$ cat config.mk
export PLATFORM = sky130hd
export DESIGN_NAME = analog_top
export DESIGN_NICKNAME = d
export VERILOG_FILES = /design/src/rp_pkg.sv /design/src/analog_top.sv /design/src/exp_trig_ctrl.sv /design/src/dac_back.sv /design/src/adc_front.sv
export SDC_FILE = /design/constraint.sdc
export NUM_CORES = 1
export LEC_CHECK = 0
export BUFFER_PORTS_ARGS = -buffer_cell sky130_fd_sc_hd__buf_2
export CAP_MARGIN = 25
export CELL_PAD_IN_SITES_DETAIL_PLACEMENT = 1
export CELL_PAD_IN_SITES_GLOBAL_PLACEMENT = 1
export CORE_ASPECT_RATIO = 1.4
export CORE_MARGIN = 5
export CORE_UTILIZATION = 24
export CTS_BUF_LIST = sky130_fd_sc_hd__clkbuf_4
export CTS_CLUSTER_SIZE = 10
export DETAILED_ROUTE_END_ITERATION = 16
export GPL_ROUTABILITY_DRIVEN = 0
export PLACE_DENSITY_LB_ADDON = 0.15
export RECOVER_POWER = 50
export REMOVE_ABC_BUFFERS = 1
export SYNTH_ARGS = -nofsm -noshare
export SYNTH_HDL_FRONTEND = slang
export SYNTH_SLANG_ARGS = --single-unit
$ cat constraint.sdc
create_clock -name adc_clk -period 2.09 [get_ports adc_clk]
set_input_delay 0.1045 -clock adc_clk [delete_from_list [all_inputs] [get_ports adc_clk]]
set_output_delay 0.1045 -clock adc_clk [all_outputs]
set_load 0.01 [all_outputs]
$ cat src/rp_pkg.sv
// Shared widths, sample types, daisy test word and mode bit and pin positions
`default_nettype none

package rp_pkg;

  //////////////////////////////////////////////////////////////////////
  // Sample widths and types
  //////////////////////////////////////////////////////////////////////

  localparam int unsigned ADC_DW = 16;  // ADC sample width
  localparam int unsigned DAC_DW = 14;  // DAC sample width

  // Two's complement samples after conversion
  typedef logic signed [ADC_DW-1:0] adc_sample_t;
  typedef logic signed [DAC_DW-1:0] dac_sample_t;

  // Negative-slope offset code as the converter wants it
  typedef logic [DAC_DW-1:0] dac_code_t;

  //////////////////////////////////////////////////////////////////////
  // Daisy chain
  //////////////////////////////////////////////////////////////////////

  localparam int unsigned DAISY_DW = 16;  // Parallel word width

  // Fixed pattern sent when not in sync mode
  localparam logic [DAISY_DW-1:0] DAISY_TEST_WORD = 16'h1234;

  // Bit positions inside the 3-bit daisy mode word
  localparam int unsigned DMODE_SYNC     = 0;  // Sync active, rx masks ext trigger
  localparam int unsigned DMODE_TRIG_PIN = 1;  // Trigger out on exp_n[0]
  localparam int unsigned DMODE_ASG_SRC  = 2;  // Generator drives trigger out

  //////////////////////////////////////////////////////////////////////
  // Expansion connector alternate pins
  //////////////////////////////////////////////////////////////////////

  // CAN transmit on the n side, receive on the p side
  localparam int unsigned CAN0_PIN = 7;
  localparam int unsigned CAN1_PIN = 6;

endpackage : rp_pkg

`default_nettype wire
$ cat src/analog_top.sv
// Top level joining ADC front end, DAC back end and trigger and pin routing
`timescale 1ns/1ps
`default_nettype none

module analog_top #(
  parameter int unsigned EXP_W = 11  // Expansion connector width
) (
  input  wire logic                        adc_clk,
  input  wire logic                        rst_n_i,       // Sync reset, active low
  // ADC
  input  wire logic [rp_pkg::ADC_DW-1:0]   adc_a_raw_i,
  input  wire logic [rp_pkg::ADC_DW-1:0]   adc_b_raw_i,
  input  wire logic                        loop_en_i,     // Digital loopback
  output rp_pkg::adc_sample_t              adc_a_o,
  output rp_pkg::adc_sample_t              adc_b_o,
  // DAC
  input  wire rp_pkg::dac_sample_t         asg_a_i,
  input  wire rp_pkg::dac_sample_t         asg_b_i,
  input  wire rp_pkg::dac_sample_t         pid_a_i,
  input  wire rp_pkg::dac_sample_t         pid_b_i,
  output rp_pkg::dac_code_t                dac_a_o,
  output rp_pkg::dac_code_t                dac_b_o,
  // Expansion connector
  input  wire logic [EXP_W-1:0]            exp_p_i,
  input  wire logic [EXP_W-1:0]            exp_n_i,
  output logic [EXP_W-1:0]                 exp_p_o,
  output logic [EXP_W-1:0]                 exp_n_o,
  output logic [EXP_W-1:0]                 exp_p_oe_o,
  output logic [EXP_W-1:0]                 exp_n_oe_o,
  input  wire logic [EXP_W-1:0]            hk_p_dat_i,
  input  wire logic [EXP_W-1:0]            hk_n_dat_i,
  input  wire logic [EXP_W-1:0]            hk_p_dir_i,
  input  wire logic [EXP_W-1:0]            hk_n_dir_i,
  // Daisy chain
  input  wire logic [2:0]                  daisy_mode_i,
  input  wire logic [rp_pkg::DAISY_DW-1:0] daisy_rx_dat_i,
  input  wire logic                        daisy_rx_rdy_i,
  output logic [rp_pkg::DAISY_DW-1:0]      daisy_tx_dat_o,
  output logic                             daisy_tx_dv_o,
  // Triggers
  input  wire logic                        scope_trig_i,
  input  wire logic                        asg_trig_i,
  output logic                             trig_ext_o,
  // CAN
  input  wire logic                        can_on_i,
  input  wire logic                        can0_tx_i,
  input  wire logic                        can1_tx_i,
  output logic                             can0_rx_o,
  output logic                             can1_rx_o
);

  import rp_pkg::*;

  dac_sample_t loop_a;  // Saturated DAC value, channel A
  dac_sample_t loop_b;

  //////////////////////////////////////////////////////////////////////
  // Analog data path
  //////////////////////////////////////////////////////////////////////

  adc_front adc_front_i (
    .adc_clk     (adc_clk),
    .rst_n_i     (rst_n_i),
    .adc_a_raw_i (adc_a_raw_i),
    .adc_b_raw_i (adc_b_raw_i),
    .loop_en_i   (loop_en_i),
    .loop_a_i    (loop_a),       // From DAC sum
    .loop_b_i    (loop_b),
    .adc_a_o     (adc_a_o),
    .adc_b_o     (adc_b_o)
  );

  dac_back dac_back_i (
    .adc_clk  (adc_clk),
    .rst_n_i  (rst_n_i),
    .asg_a_i  (asg_a_i),
    .asg_b_i  (asg_b_i),
    .pid_a_i  (pid_a_i),
    .pid_b_i  (pid_b_i),
    .loop_a_o (loop_a),
    .loop_b_o (loop_b),
    .dac_a_o  (dac_a_o),
    .dac_b_o  (dac_b_o)
  );

  //////////////////////////////////////////////////////////////////////
  // Triggers, daisy word and expansion pins
  //////////////////////////////////////////////////////////////////////

  exp_trig_ctrl #(
    .EXP_W (EXP_W)
  ) exp_trig_ctrl_i (
    .exp_p_i        (exp_p_i),
    .exp_n_i        (exp_n_i),
    .exp_p_o        (exp_p_o),
    .exp_n_o        (exp_n_o),
    .exp_p_oe_o     (exp_p_oe_o),
    .exp_n_oe_o     (exp_n_oe_o),
    .hk_p_dat_i     (hk_p_dat_i),
    .hk_n_dat_i     (hk_n_dat_i),
    .hk_p_dir_i     (hk_p_dir_i),
    .hk_n_dir_i     (hk_n_dir_i),
    .daisy_mode_i   (daisy_mode_i),
    .daisy_rx_dat_i (daisy_rx_dat_i),
    .daisy_rx_rdy_i (daisy_rx_rdy_i),
    .daisy_tx_dat_o (daisy_tx_dat_o),
    .daisy_tx_dv_o  (daisy_tx_dv_o),
    .scope_trig_i   (scope_trig_i),
    .asg_trig_i     (asg_trig_i),
    .trig_ext_o     (trig_ext_o),
    .can_on_i       (can_on_i),
    .can0_tx_i      (can0_tx_i),
    .can1_tx_i      (can1_tx_i),
    .can0_rx_o      (can0_rx_o),
    .can1_rx_o      (can1_rx_o)
  );

endmodule : analog_top

`default_nettype wire

$ cat src/exp_trig_ctrl.sv
// Trigger routing, daisy transmit word select and expansion pin alternate functions
`timescale 1ns/1ps
`default_nettype none

module exp_trig_ctrl #(
  parameter int unsigned EXP_W = 11  // Expansion width, at least 8
) (
  // Expansion pads, split into in, out and enable
  input  wire logic [EXP_W-1:0]            exp_p_i,
  input  wire logic [EXP_W-1:0]            exp_n_i,
  output logic [EXP_W-1:0]                 exp_p_o,
  output logic [EXP_W-1:0]                 exp_n_o,
  output logic [EXP_W-1:0]                 exp_p_oe_o,
  output logic [EXP_W-1:0]                 exp_n_oe_o,
  // Housekeeping GPIO values and directions
  input  wire logic [EXP_W-1:0]            hk_p_dat_i,
  input  wire logic [EXP_W-1:0]            hk_n_dat_i,
  input  wire logic [EXP_W-1:0]            hk_p_dir_i,   // 1 = output
  input  wire logic [EXP_W-1:0]            hk_n_dir_i,
  // Daisy chain
  input  wire logic [2:0]                  daisy_mode_i,
  input  wire logic [rp_pkg::DAISY_DW-1:0] daisy_rx_dat_i,
  input  wire logic                        daisy_rx_rdy_i,
  output logic [rp_pkg::DAISY_DW-1:0]      daisy_tx_dat_o,
  output logic                             daisy_tx_dv_o,
  // Triggers
  input  wire logic                        scope_trig_i,
  input  wire logic                        asg_trig_i,
  output logic                             trig_ext_o,
  // CAN
  input  wire logic                        can_on_i,
  input  wire logic                        can0_tx_i,
  input  wire logic                        can1_tx_i,
  output logic                             can0_rx_o,
  output logic                             can1_rx_o
);

  import rp_pkg::*;

  logic             sync_mode;   // Daisy sync active
  logic             daisy_trig;  // Anything seen on the daisy rx
  logic             trig_out;    // Selected output trigger
  logic [EXP_W-1:0] n_alt;       // Pin taken over by alternate function
  logic [EXP_W-1:0] n_alt_dat;   // Alternate function value

  //////////////////////////////////////////////////////////////////////
  // Triggers and daisy word
  //////////////////////////////////////////////////////////////////////

  assign sync_mode  = daisy_mode_i[DMODE_SYNC];
  assign daisy_trig = |daisy_rx_dat_i;

  // External trigger pin, blocked while the chain is busy
  assign trig_ext_o = exp_p_i[0] & ~(sync_mode & daisy_trig);

  assign trig_out = daisy_mode_i[DMODE_ASG_SRC] ? asg_trig_i : scope_trig_i;

  // Sync mode repeats the trigger, otherwise send the test pattern
  assign daisy_tx_dat_o = sync_mode ? {DAISY_DW{trig_out}} : DAISY_TEST_WORD;
  assign daisy_tx_dv_o  = sync_mode ? 1'b0 : daisy_rx_rdy_i;

  //////////////////////////////////////////////////////////////////////
  // Expansion pins
  //////////////////////////////////////////////////////////////////////

  // Alternate function map of the n side
  always_comb begin
    n_alt               = '0;
    n_alt_dat           = '0;
    n_alt[0]            = daisy_mode_i[DMODE_TRIG_PIN];  // Trigger out
    n_alt_dat[0]        = trig_out;
    n_alt[CAN0_PIN]     = can_on_i;
    n_alt_dat[CAN0_PIN] = can0_tx_i;
    n_alt[CAN1_PIN]     = can_on_i;
    n_alt_dat[CAN1_PIN] = can1_tx_i;
  end

  // Alternate pins always drive, others follow housekeeping
  assign exp_n_o    = (n_alt & n_alt_dat) | (~n_alt & hk_n_dat_i);
  assign exp_n_oe_o = n_alt | hk_n_dir_i;

  // P side has no alternate outputs
  assign exp_p_o    = hk_p_dat_i;
  assign exp_p_oe_o = hk_p_dir_i;

  // CAN receive sits on the p side
  assign can0_rx_o = can_on_i & exp_p_i[CAN0_PIN];
  assign can1_rx_o = can_on_i & exp_p_i[CAN1_PIN];

endmodule : exp_trig_ctrl

`default_nettype wire

$ cat src/dac_back.sv
// DAC path with generator plus controller sum, saturation and offset code register
`timescale 1ns/1ps
`default_nettype none

module dac_back (
  input  wire logic                 adc_clk,
  input  wire logic                 rst_n_i,   // Sync reset, active low
  // Generator samples
  input  wire rp_pkg::dac_sample_t  asg_a_i,
  input  wire rp_pkg::dac_sample_t  asg_b_i,
  // Controller samples
  input  wire rp_pkg::dac_sample_t  pid_a_i,
  input  wire rp_pkg::dac_sample_t  pid_b_i,
  // Saturated values, combinational, to ADC loopback
  output rp_pkg::dac_sample_t       loop_a_o,
  output rp_pkg::dac_sample_t       loop_b_o,
  // Offset codes to the converter
  output rp_pkg::dac_code_t         dac_a_o,
  output rp_pkg::dac_code_t         dac_b_o
);

  import rp_pkg::*;

  // Code of a zero sample, held after reset
  localparam dac_code_t CODE_ZERO = {1'b0, {(DAC_DW-1){1'b1}}};

  // Clamp a 15-bit sum into 14 bits
  function automatic dac_sample_t dac_sat(input logic signed [DAC_DW:0] sum);
    if (sum[DAC_DW] != sum[DAC_DW-1])  // Overflow, top two bits differ
      return {sum[DAC_DW], {(DAC_DW-1){~sum[DAC_DW]}}};
    return sum[DAC_DW-1:0];
  endfunction

  // Signed to negative-slope offset code
  function automatic dac_code_t dac_code(input dac_sample_t val);
    return {val[DAC_DW-1], ~val[DAC_DW-2:0]};
  endfunction

  //////////////////////////////////////////////////////////////////////
  // Sum and saturation
  //////////////////////////////////////////////////////////////////////

  logic signed [DAC_DW:0] sum_a;  // One bit of headroom
  logic signed [DAC_DW:0] sum_b;

  assign sum_a = asg_a_i + pid_a_i;  // Operands sign extended
  assign sum_b = asg_b_i + pid_b_i;

  assign loop_a_o = dac_sat(sum_a);
  assign loop_b_o = dac_sat(sum_b);

  //////////////////////////////////////////////////////////////////////
  // Output register
  //////////////////////////////////////////////////////////////////////

  always_ff @(posedge adc_clk) begin
    if (!rst_n_i) begin
      dac_a_o <= CODE_ZERO;  // Mid scale
      dac_b_o <= CODE_ZERO;
    end else begin
      dac_a_o <= dac_code(loop_a_o);
      dac_b_o <= dac_code(loop_b_o);
    end
  end

endmodule : dac_back

`default_nettype wire

$ cat src/adc_front.sv
// ADC sample conversion to two's complement with digital loopback register
`timescale 1ns/1ps
`default_nettype none

module adc_front (
  input  wire logic                        adc_clk,
  input  wire logic                        rst_n_i,     // Sync reset, active low
  // Raw converter samples, negative slope
  input  wire logic [rp_pkg::ADC_DW-1:0]   adc_a_raw_i,
  input  wire logic [rp_pkg::ADC_DW-1:0]   adc_b_raw_i,
  // Loopback from the DAC path
  input  wire logic                        loop_en_i,
  input  wire rp_pkg::dac_sample_t         loop_a_i,
  input  wire rp_pkg::dac_sample_t         loop_b_i,
  // Converted samples
  output rp_pkg::adc_sample_t              adc_a_o,
  output rp_pkg::adc_sample_t              adc_b_o
);

  import rp_pkg::*;

  // Keep MSB, flip the rest
  function automatic adc_sample_t adc_conv(input logic [ADC_DW-1:0] raw);
    return adc_sample_t'({raw[ADC_DW-1], ~raw[ADC_DW-2:0]});
  endfunction

  // Zero extended, not sign extended, as the board has always done
  function automatic adc_sample_t loop_ext(input dac_sample_t val);
    return adc_sample_t'({{(ADC_DW-DAC_DW){1'b0}}, val});
  endfunction

  //////////////////////////////////////////////////////////////////////
  // Input register, one clock of latency
  //////////////////////////////////////////////////////////////////////

  always_ff @(posedge adc_clk) begin
    if (!rst_n_i) begin
      adc_a_o <= '0;
      adc_b_o <= '0;
    end else if (loop_en_i) begin
      adc_a_o <= loop_ext(loop_a_i);  // DAC value fed back
      adc_b_o <= loop_ext(loop_b_i);
    end else begin
      adc_a_o <= adc_conv(adc_a_raw_i);
      adc_b_o <= adc_conv(adc_b_raw_i);
    end
  end

endmodule : adc_front

`default_nettype wire

==> metrics.txt, run 1 <==
via/cell ratio 4.60; syn avg cell area 8.85 sq um; clock transition at the registers of the reported paths 0.12 ns; synth-to-layout area growth 54.5%; Cells after Synth 424; P_sw 0.00133 W; Seq/Total Area, Yosys 0.320; Final nets 907; Setup Viol. Count Final 0; Cell variety after synth 66; pre-CTS WS -0.518 ns; Fmax 483 MHz; Post-DP Area 5200 sq um; clock power share 0.275; Crit. End Element flip-flop; first-pass GRT wire length 24.6 mm; Hold Path Class in -> reg; fillers 1929; status complete, no violations; layout cells sized above 1 0.437; Tot GR Track Use 0.180; worst setup path startpoint asg_a_i[0]; PortBufs 210; kind of cell adding the most delay to the critical path compound AO/OA/AOI/OAI gates; Num CTS Buffers 9; global-route met2 utilization 0.367; Least-Margin Pin Slew 0.505 ns; Rel. slew slack 0.664; setup ws final 0.0183 ns; Static Leak 2.76 nW; CP peak stage delay 0.32 ns; RSZ-0062 raised after global routing false; Top-Level Pins 306; WL per Instance 19.4 um; sequential cell area 1200 sq um; sequential share of power 0.337; Initial Utilization 0.243; Die Area 18300 sq um; Mapped Area 3750 sq um; global route overflow 0; Synth area leaders dfxtp_1 (32%), buf_4 (11%), ha_1 (9.3%); Core Rows 54; #FFs+latches synth 60; CP bufs+invs 3; crit path cell chain buf_2 -> ha_1 -> buf_4 -> a211o_1 -> a211oi_2 -> nor3b_2 -> a21o_2 -> a41oi_4 -> buf_12 -> nand2_4 -> or2_2; Synth async-reset ratio 0; global route hottest layer met2; initial DRC count 112; total power 0.00401 W; clk sinks 60; post-synth top area cell dfxtp_1; Die Span Y 158 um; Die Wd 116 um; critical path type in -> reg; vias in the first global route 4594; Max Cap Viol 0; initial antenna violation count 1; Slew Limit Fails 0; Hold Slack 0.0850 ns; Int Power 0.00268 W; Global Route met3 Usage 0.0321; final count of hold timing violations 0; vias 4127; final instance count without filler cells 897; Logic pwr share 0.388; switch share 0.331; Placed Cells 844; total wire length 17.4 mm; Hold Startpoint pid_b_i[0]; ANT nets after route 0; grt met1 use 0.143; drt drc 0; DR pass1 iterations 4; mux cell area share after synthesis 0.00867; number of synthesized flops with an enable pin 0; crit share post-route 0.991; Root Driver clkbuf_4; CP Launch Type input pin; Final Cell Area 5800 sq um; CORE AREA 15500 sq um; Yosys warnings 0; crit path time final 2.07 ns; crit-path max FO 7; main combinational cell family by area after synthesis compound AO/OA/AOI/OAI gates; maximum vdd drop 0.315 mV; post-synthesis adder-cell area fraction 0.104; H-tree levels 3; CTS tree built; area of the multi-input gates 2190 sq um; maximum clock path buffer count 2; Compound-Gate Fraction of Synth Area 0.229; largest net degree at the start of global routing 23; Top FF cell, synth dfxtp_1; xor/xnor cell area share of the yosys netlist 0.0443; detailed placement HPWL 14.7 mm; CP Data Arrival Time 2.37 ns; Simple-Gate Fraction of Synth Area 0.168; required time worst endpoint 2.39 ns; CP max-delay cell a211o_1; top cell type's share of synthesized area 0.320; power density cells 691 nW/um^2
-- timing repair --
action,CTS,global route
gates cloned,0,2
gates resized for setup,4,17
pin swaps,1,13
setup buffers,0,1
hold buffers,33,0
endpoints found under the hold margin,33,0
setup endpoints to repair,20,50
-- worst paths after layout --
kind	slack, ns	cells past startpoint	endpoint
max	0.02	11	dac_back_i.dac_a_o[3]
min	0.08	4	adc_front_i.adc_b_o[0]
-- flip-flops by register name, indices dropped and copies added (netlist names) --
register / flops
dac_back_i.dac_b_o: 14
adc_front_i.adc_a_o: 16
dac_back_i.dac_a_o: 14
adc_front_i.adc_b_o: 16
-- cells in the mapped netlist (2+ instances only) --
library cell and instances:
nand2b_1 6, xnor2_1 12, nor4_1 4, a31oi_1 2, nor2b_1 9, nand3_2 2, mux2_2 2, a2111oi_0 2
xor2_1 7, nand3_1 5, a211oi_1 11, ha_1 28, a21o_1 13, nand2_1 16, o31ai_1 2, o21bai_1 3
nor3_1 3, or2_1 2, o22ai_1 20, buf_4 53, clkbuf_1 9, fa_1 2, o21ai_0 19, and3_1 5
o21a_1 2, a21boi_0 2, o211ai_1 5, nand4_1 2, nor2_1 39, and2_1 5, dfxtp_1 60, a22oi_1 2
or2_2 13, inv_1 4, a21oi_1 21, a41oi_1 2
-- cell usage in the layout (no fill, tap or decap), types with 3 or more instances in the layout --
master / n
buf_2: 162
buf_4: 78
dfxtp_1: 60
clkbuf_1: 48
nor2_1: 39
dlygate4sd3_1: 33
ha_1: 27
o22ai_1: 20
a21oi_1: 19
o21ai_0: 18
nand2_1: 16
or2_2: 13
a21o_1: 13
xnor2_1: 12
nor2b_1: 9
clkbuf_4: 9
a211oi_1: 7
xor2_1: 6
nand2b_1: 6
and3_1: 5
a211oi_2: 5
nand3_1: 5
o211ai_1: 5
and2_1: 4
nor4_1: 4
inv_1: 4
nor3_1: 3
bufinv_16: 3
-- cell type report --
class,count,area share
antenna,1,0.000432
clock buffer,9,0.0117
clock inverter,7,0.0214
inverter,5,0.00324
multi-input combinational,296,0.378
sequential,60,0.207
tap,196,0.0423
timing repair buffer,323,0.336
-- stage by stage --
step | setup TNS [ns] | utilization
2_1_floorplan | -6.30 | -
3_3_place_gp | -20.12 | 0.336
3_5_place_dp | -22.68 | 0.336
4_1_cts | 0 | 0.371
5_1_grt | 0 | 0.375
6_report | 0 | 0.375
-- per-layer routing --
metal | wire length [um] | vias to the layer above | part of all wire
li1 | - | 2020 | -
met1 | 4970 | 1905 | 0.29
met2 | 9850 | 140 | 0.57
met3 | 1150 | 62 | 0.066
met4 | 1430 | 0 | 0.082
met5 | 0 | - | 0
-- power by group through the flow --
stage | clock network [W] | logic [W] | registers [W]
after global placement | 0 | 0.00146 | 0.00137
final | 0.00110 | 0.00156 | 0.00135
after floorplan | 0 | 0.000634 | 0.00145
after global routing | 0.00119 | 0.00171 | 0.00136
after CTS | 0.00114 | 0.00156 | 0.00135
after detailed placement | 0 | 0.00149 | 0.00138
-- cell families after synthesis --
kind of cell,count (synthesis)
compound gates,123
simple gates,119
buf+inv,70
flops,60
fa+ha+maj,30
xor+xnor,19
mux,3
Note: power is estimated with default switching activity, not from simulation.
==> inputs of run 2 (changes only) <==
Settings changed: CORE_MARGIN 5 to 4, CORE_UTILIZATION 24 to 27, GPL_TIMING_DRIVEN from default to 0.
Clock period 2.09 ns to 2.01 ns, I/O delays scaled along.
==> run 2 against run 1 <==
The run now ends with negative setup slack left. Count of clock-buffer cells in the layout unchanged. Worst hold slack improved by 0.012 ns. Non-clock buffer count decreased by 63. Combinational power is essentially flat. Sequential power rose by 3%. Cell count fell by 8.6%. Largest cell class unchanged. Die area shrank 13%. First-iteration DRC count shrank 63%.
==> metrics.txt, run 2 (synthesis gave the netlist of run 1 again) <==
crit path time final 2.04 ns; final instance count without filler cells 820 (-8.6%); H-tree levels 3 (unchanged); switch share 0.364 (+0.0327); detailed placement HPWL 13.0 mm (-12%); drt drc 0 (unchanged); Die Span Y 147 um (-6.6%); initial antenna violation count 5 (+4); Static Leak 2.44 nW (-11%); final count of hold timing violations 0 (unchanged); first-pass GRT wire length 23.7 mm (-3.9%); clock power share 0.182 (-0.093); Final nets 843 (-7.1%); PortBufs 210 (unchanged); total wire length 16.3 mm (-6.4%); Hold Startpoint rst_n_i; WL per Instance 19.9 um (+2.4%); crit share post-route 1.01; RSZ-0062 raised after global routing true; P_sw 0.00131 W (-1.1%); CORE AREA 13500 sq um (-13%); Max Cap Viol 0 (unchanged); hold path depth 2 (-2); Final Util 0.402 (+0.0269); Initial Utilization 0.278 (+0.0352); CP Data Arrival Time 2.33 ns (-0.04 ns); vias 3925 (-4.9%); sequential share of power 0.386 (+0.049); Rel. slew slack 0.353 (-0.310); layout cells sized above 1 0.410 (-0.0270); Hold Slack 0.0974 ns (+0.0125 ns); Root Driver clkbuf_4; Crit. End Element flip-flop; status complete, but fails checks; maximum clock path buffer count 2 (unchanged); CP Launch Type input pin; DR pass1 iterations 4 (unchanged); Die Area 15900 sq um (-13%); Worst Hold Endpoint dac_back_i.dac_b_o[11]; clock transition at the registers of the reported paths 0.10 ns (-0.02 ns); Placed Cells 751 (-11%); Slew Limit Fails 0 (unchanged); global route overflow 0 (unchanged); Fmax 491 MHz; power density cells 664 nW/um^2 (-3.9%); Logic pwr share 0.433 (+0.045); vias in the first global route 4243 (-7.6%); maximum vdd drop 0.198 mV (-37%); largest net degree at the start of global routing 23 (unchanged); Top-Level Pins 306 (unchanged); Largest regs adc_front_i.adc_a_o x16, adc_front_i.adc_b_o x16; via/cell ratio 4.79 (+4.0%); CTS tree built; initial DRC count 42 (-63%); critical path type in -> reg; Num CTS Buffers 9 (unchanged); crit-path max FO 10 (+3); synth-to-layout area growth 44.6%; required time worst endpoint 2.31 ns (-0.08 ns); Core Rows 50 (-7.4%); failing checks negative setup slack; commonest non-fill, non-tap cell in the layout buf_2; Tot GR Track Use 0.196 (+0.0164); clk sinks 60 (unchanged); commonest non-fill, non-tap cells in the layout buf_2 (165), dfxtp_1 (60), clkbuf_1 (45); setup ws final -0.0268 ns (-0.0451 ns); ANT nets after route 0 (unchanged); Least-Margin Pin Slew 0.968 ns (+0.463 ns); Hold Path Class in -> reg; Int Power 0.00229 W (-14%); Setup Viol. Count Final 6 (+6); Die Wd 108 um (-7.0%)
## run 2: routing by layer
metal  share of wire  vias to the layer above  global-route usage
li1                -                     1890                   -
met1            0.30                     1809               0.165
met2            0.55                      155               0.381
met3           0.080                       67              0.0568
met4           0.070                        4               0.136
met5          0.0014                        -                   0
## run 2: worst max path at each step
stage / slack, ns / start / cells past startpoint / end
2_1_floorplan: -0.41 / asg_a_i[0] / 9 / dac_back_i.dac_a_o[10]
3_3_place_gp: -1.20 / asg_a_i[0] / 10 / dac_back_i.dac_a_o[9]
3_5_place_dp: -1.21 / asg_a_i[0] / 10 / dac_back_i.dac_a_o[9]
4_1_cts: -0.05 / asg_a_i[1] / 9 / dac_back_i.dac_a_o[12]
5_1_grt: -0.05 / asg_a_i[1] / 10 / dac_back_i.dac_a_o[10]
6_report: -0.03 / asg_a_i[12] / 10 / dac_back_i.dac_a_o[9]
## run 2: critical path, stage by stage
cell	delay (ns)
buf_2	0.10
ha_1	0.35
and3_1	0.23
and2_4	0.19
a221o_1	0.36
a21o_4	0.23
a41oi_4	0.22
buf_12	0.16
nand2_8	0.07
or2_2	0.31
## run 2: final cells by class
type | count | area [sq um]
Tap cell | 182 | 228
Timing Repair Buffer | 260 | 1490
Clock inverter | 5 | 21.3
Clock buffer | 9 | 67.6
Inverter | 5 | 18.8
Antenna cell | 4 | 10.0
Multi-Input combinational cell | 295 | 2390
Sequential cell | 60 | 1200
Fill cell | 1671 | 8090
## run 2: repair_timing
item	4_1_cts	5_1_grt
buffers inserted	8	9
gates cloned	1	0
pin swaps	7	15
endpoints found under the hold margin	33	0
resized for setup	23	37
hold buffers	33	0
endpoints found under the setup margin	51	49
## run 2: through the flow
step	worst slack [ns]	TNS [ns]	total power (W)	area, sq um
2_1_floorplan	-0.413	-10.18	0.00217	3300
3_3_place_gp	-1.20	-48.12	0.00268	4580
3_5_place_dp	-1.21	-49.43	0.00270	4580
4_1_cts	-0.0532	-0.358	0.00356	5210
5_1_grt	-0.0475	-0.411	0.00387	5420
6_report	-0.0268	-0.145	0.00360	5430
## run 2: power groups by stage
stage               combinational, W  clock, W  sequential (W)
global placement             0.00126         0         0.00141
detailed placement           0.00129         0         0.00142
CTS                          0.00147  0.000702         0.00139
finish                       0.00156  0.000655         0.00139
global route                 0.00171  0.000749         0.00141
floorplan                   0.000659         0         0.00151
==> inputs of run 3 (changes only) <==
--- a/config.mk
+++ b/config.mk
@@ -21,4 +21,5 @@
 export RECOVER_POWER = 50
 export REMOVE_ABC_BUFFERS = 1
+export SKIP_CTS_REPAIR_TIMING = 1
 export SYNTH_ARGS = -nofsm -noshare
 export SYNTH_HDL_FRONTEND = slang
==> constraint.sdc (replaced) <==
create_clock -name adc_clk -period 2.01 [get_ports adc_clk]
set_input_delay 0.201 -clock adc_clk [delete_from_list [all_inputs] [get_ports adc_clk]]
set_output_delay 0.201 -clock adc_clk [all_outputs]
set_load 0.01 [all_outputs]
==> run 3 against run 2 <==
Count of clock-buffer cells in the layout unchanged. Critical path depth unchanged. Critical endpoint is now dac_back_i.dac_a_o[4]. Worst setup slack got worse by 0.036 ns. Die area is the same. Sequential share of layout area decreased by 0.46 points. Core utilization rose by 0.86 points. The run still ends with negative setup slack left. Maximum frequency down 1.7%. Sequential cell count unchanged. Cell count down 1.1%. Wire length grew 3.1%.
==> metrics.txt, run 3 (synthesis gave the netlist of run 1 again) <==
Hold Path Class in -> reg; CP Launch Type input pin; first-pass GRT wire length 22.5 mm (-4.7%); Largest regs adc_front_i.adc_a_o x16, adc_front_i.adc_b_o x16; initial antenna violation count 5 (unchanged); Initial Utilization 0.278 (unchanged); CORE AREA 13500 sq um (unchanged); Least-Margin Pin Slew 1.11 ns (+0.147 ns); via/cell ratio 4.79 (about the same); detailed placement HPWL 13.0 mm (unchanged); maximum clock path buffer count 2 (unchanged); Root Driver clkbuf_4; Die Wd 108 um (unchanged); PortBufs 210 (unchanged); Final Util 0.410 (+0.00861); global route overflow 0 (unchanged); total power 0.00369 W (+2.5%); Placed Cells 751 (unchanged); total wire length 16.8 mm (+3.1%); WL per Instance 20.7 um (+4.3%); crit path cell chain buf_2 -> ha_2 -> and3_4 -> and2_4 -> a221o_1 -> a21o_4 -> a41oi_4 -> buf_12 -> nand2_4 -> or2_4; status complete, but fails checks; crit-path max FO 7 (-3); Die Area 15900 sq um (unchanged); clock transition at the registers of the reported paths 0.09 ns (about the same); CP bufs+invs 2 (unchanged); vias 3885 (-1.0%); ANT nets after route 0 (unchanged); largest net degree at the start of global routing 24 (+4.3%); setup ws final -0.0629 ns (-0.0362 ns); Static Leak 2.46 nW (+0.55%); Core Rows 50 (unchanged); CP max-delay cell a221o_1; power density cells 667 nW/um^2 (+0.35%); clk sinks 60 (unchanged); DR top layer met5; kind of cell adding the most delay to the critical path compound AO/OA/AOI/OAI gates; maximum vdd drop 0.215 mV (+8.7%); Final nets 834 (-1.1%); DR pass1 iterations 4 (unchanged); Post-DP Area 4580 sq um (unchanged); drt drc 0 (unchanged); H-tree levels 3 (unchanged); total length of routed met2 wires 9.39 mm (+4.9%); RSZ-0062 raised after global routing true; Crit. End Element flip-flop; required time worst endpoint 2.32 ns (about the same); Die Span Y 147 um (unchanged); crit share post-route 1.03 (+0.0180); commonest non-fill, non-tap cells in the layout buf_2 (167), dfxtp_1 (60), clkbuf_1 (40); Num CTS Buffers 9 (unchanged); critical path type in -> reg; Fmax 482 MHz (-1.7%); vias in the first global route 3957 (-6.7%); CTS tree built; Final Cell Area 5540 sq um (+2.1%); final count of hold timing violations 0 (unchanged); Tot GR Track Use 0.188 (-0.00812); Slew Limit Fails 0 (unchanged); synth-to-layout area growth 47.7%; crit path time final 2.07 ns (+0.0362 ns); final instance count without filler cells 811 (-1.1%); Fin Setup TNS -0.415 ns (-0.269 ns); commonest non-fill, non-tap cell in the layout buf_2; initial DRC count 46 (+9.5%); CP peak stage delay 0.40 ns (+0.04 ns); Rel. slew slack 0.255 (-0.0981); Top-Level Pins 306 (unchanged); DR WL met3 1.25 mm (-4.7%); Max Cap Viol 0 (unchanged); failing checks negative setup slack; CP Data Arrival Time 2.38 ns (+0.05 ns); Setup Viol. Count Final 13 (+7); wl on met1 5.00 mm (+2.8%); layout cells sized above 1 0.461 (+0.0507)
## run 3: cell count changes in the layout (fill, tap and decap cells not counted), moves of 6 or more
cell	delta
dlygate4sd3_1	-10
o22ai_1	-6
o22ai_2	+6
or2_2	-6
or2_4	+6
## run 3: final timing paths
check / start / to / slack (ns) / cells past startpoint
min: adc_b_raw_i[12] / adc_front_i.adc_b_o[12] / 0.03 / 3
max: asg_a_i[10] / dac_back_i.dac_a_o[4] / -0.06 / 10
## run 3: routing by layer
| metal | vias to the layer above | GRT usage |
|---|---|---|
| met5 | - | 0 |
| met4 | 4 | 0.135 |
| met3 | 65 | 0.0616 |
| met2 | 134 | 0.358 |
| met1 | 1802 | 0.158 |
| li1 | 1880 | - |
## run 3: layout make-up
type,instances,area (sq um)
Antenna cell,4,10.0
Clock buffer,9,67.6
Clock inverter,5,21.3
Fill cell,1652,7970
Inverter,5,18.8
Multi-Input combinational cell,297,2580
Sequential cell,60,1200
Tap cell,182,228
Timing Repair Buffer,249,1420
## run 3: report_power, final
| part | leakage [nW] | switching (W) | internal [W] | total, W |
|---|---|---|---|---|
| clock | 0.0540 | 0.000437 | 0.000224 | 0.000661 |
| combinational | 1.90 | 0.000885 | 0.000759 | 0.00164 |
| sequential | 0.501 | 0.0000383 | 0.00135 | 0.00139 |
## run 3: per-stage QoR
stage          worst slack (ns)  hold slack, ns
2_1_floorplan            -0.514           0.272
3_3_place_gp              -1.30           0.358
3_5_place_dp              -1.31           0.360
4_1_cts                  -0.845          -0.110
5_1_grt                 -0.0814          0.0189
6_report                -0.0629          0.0319
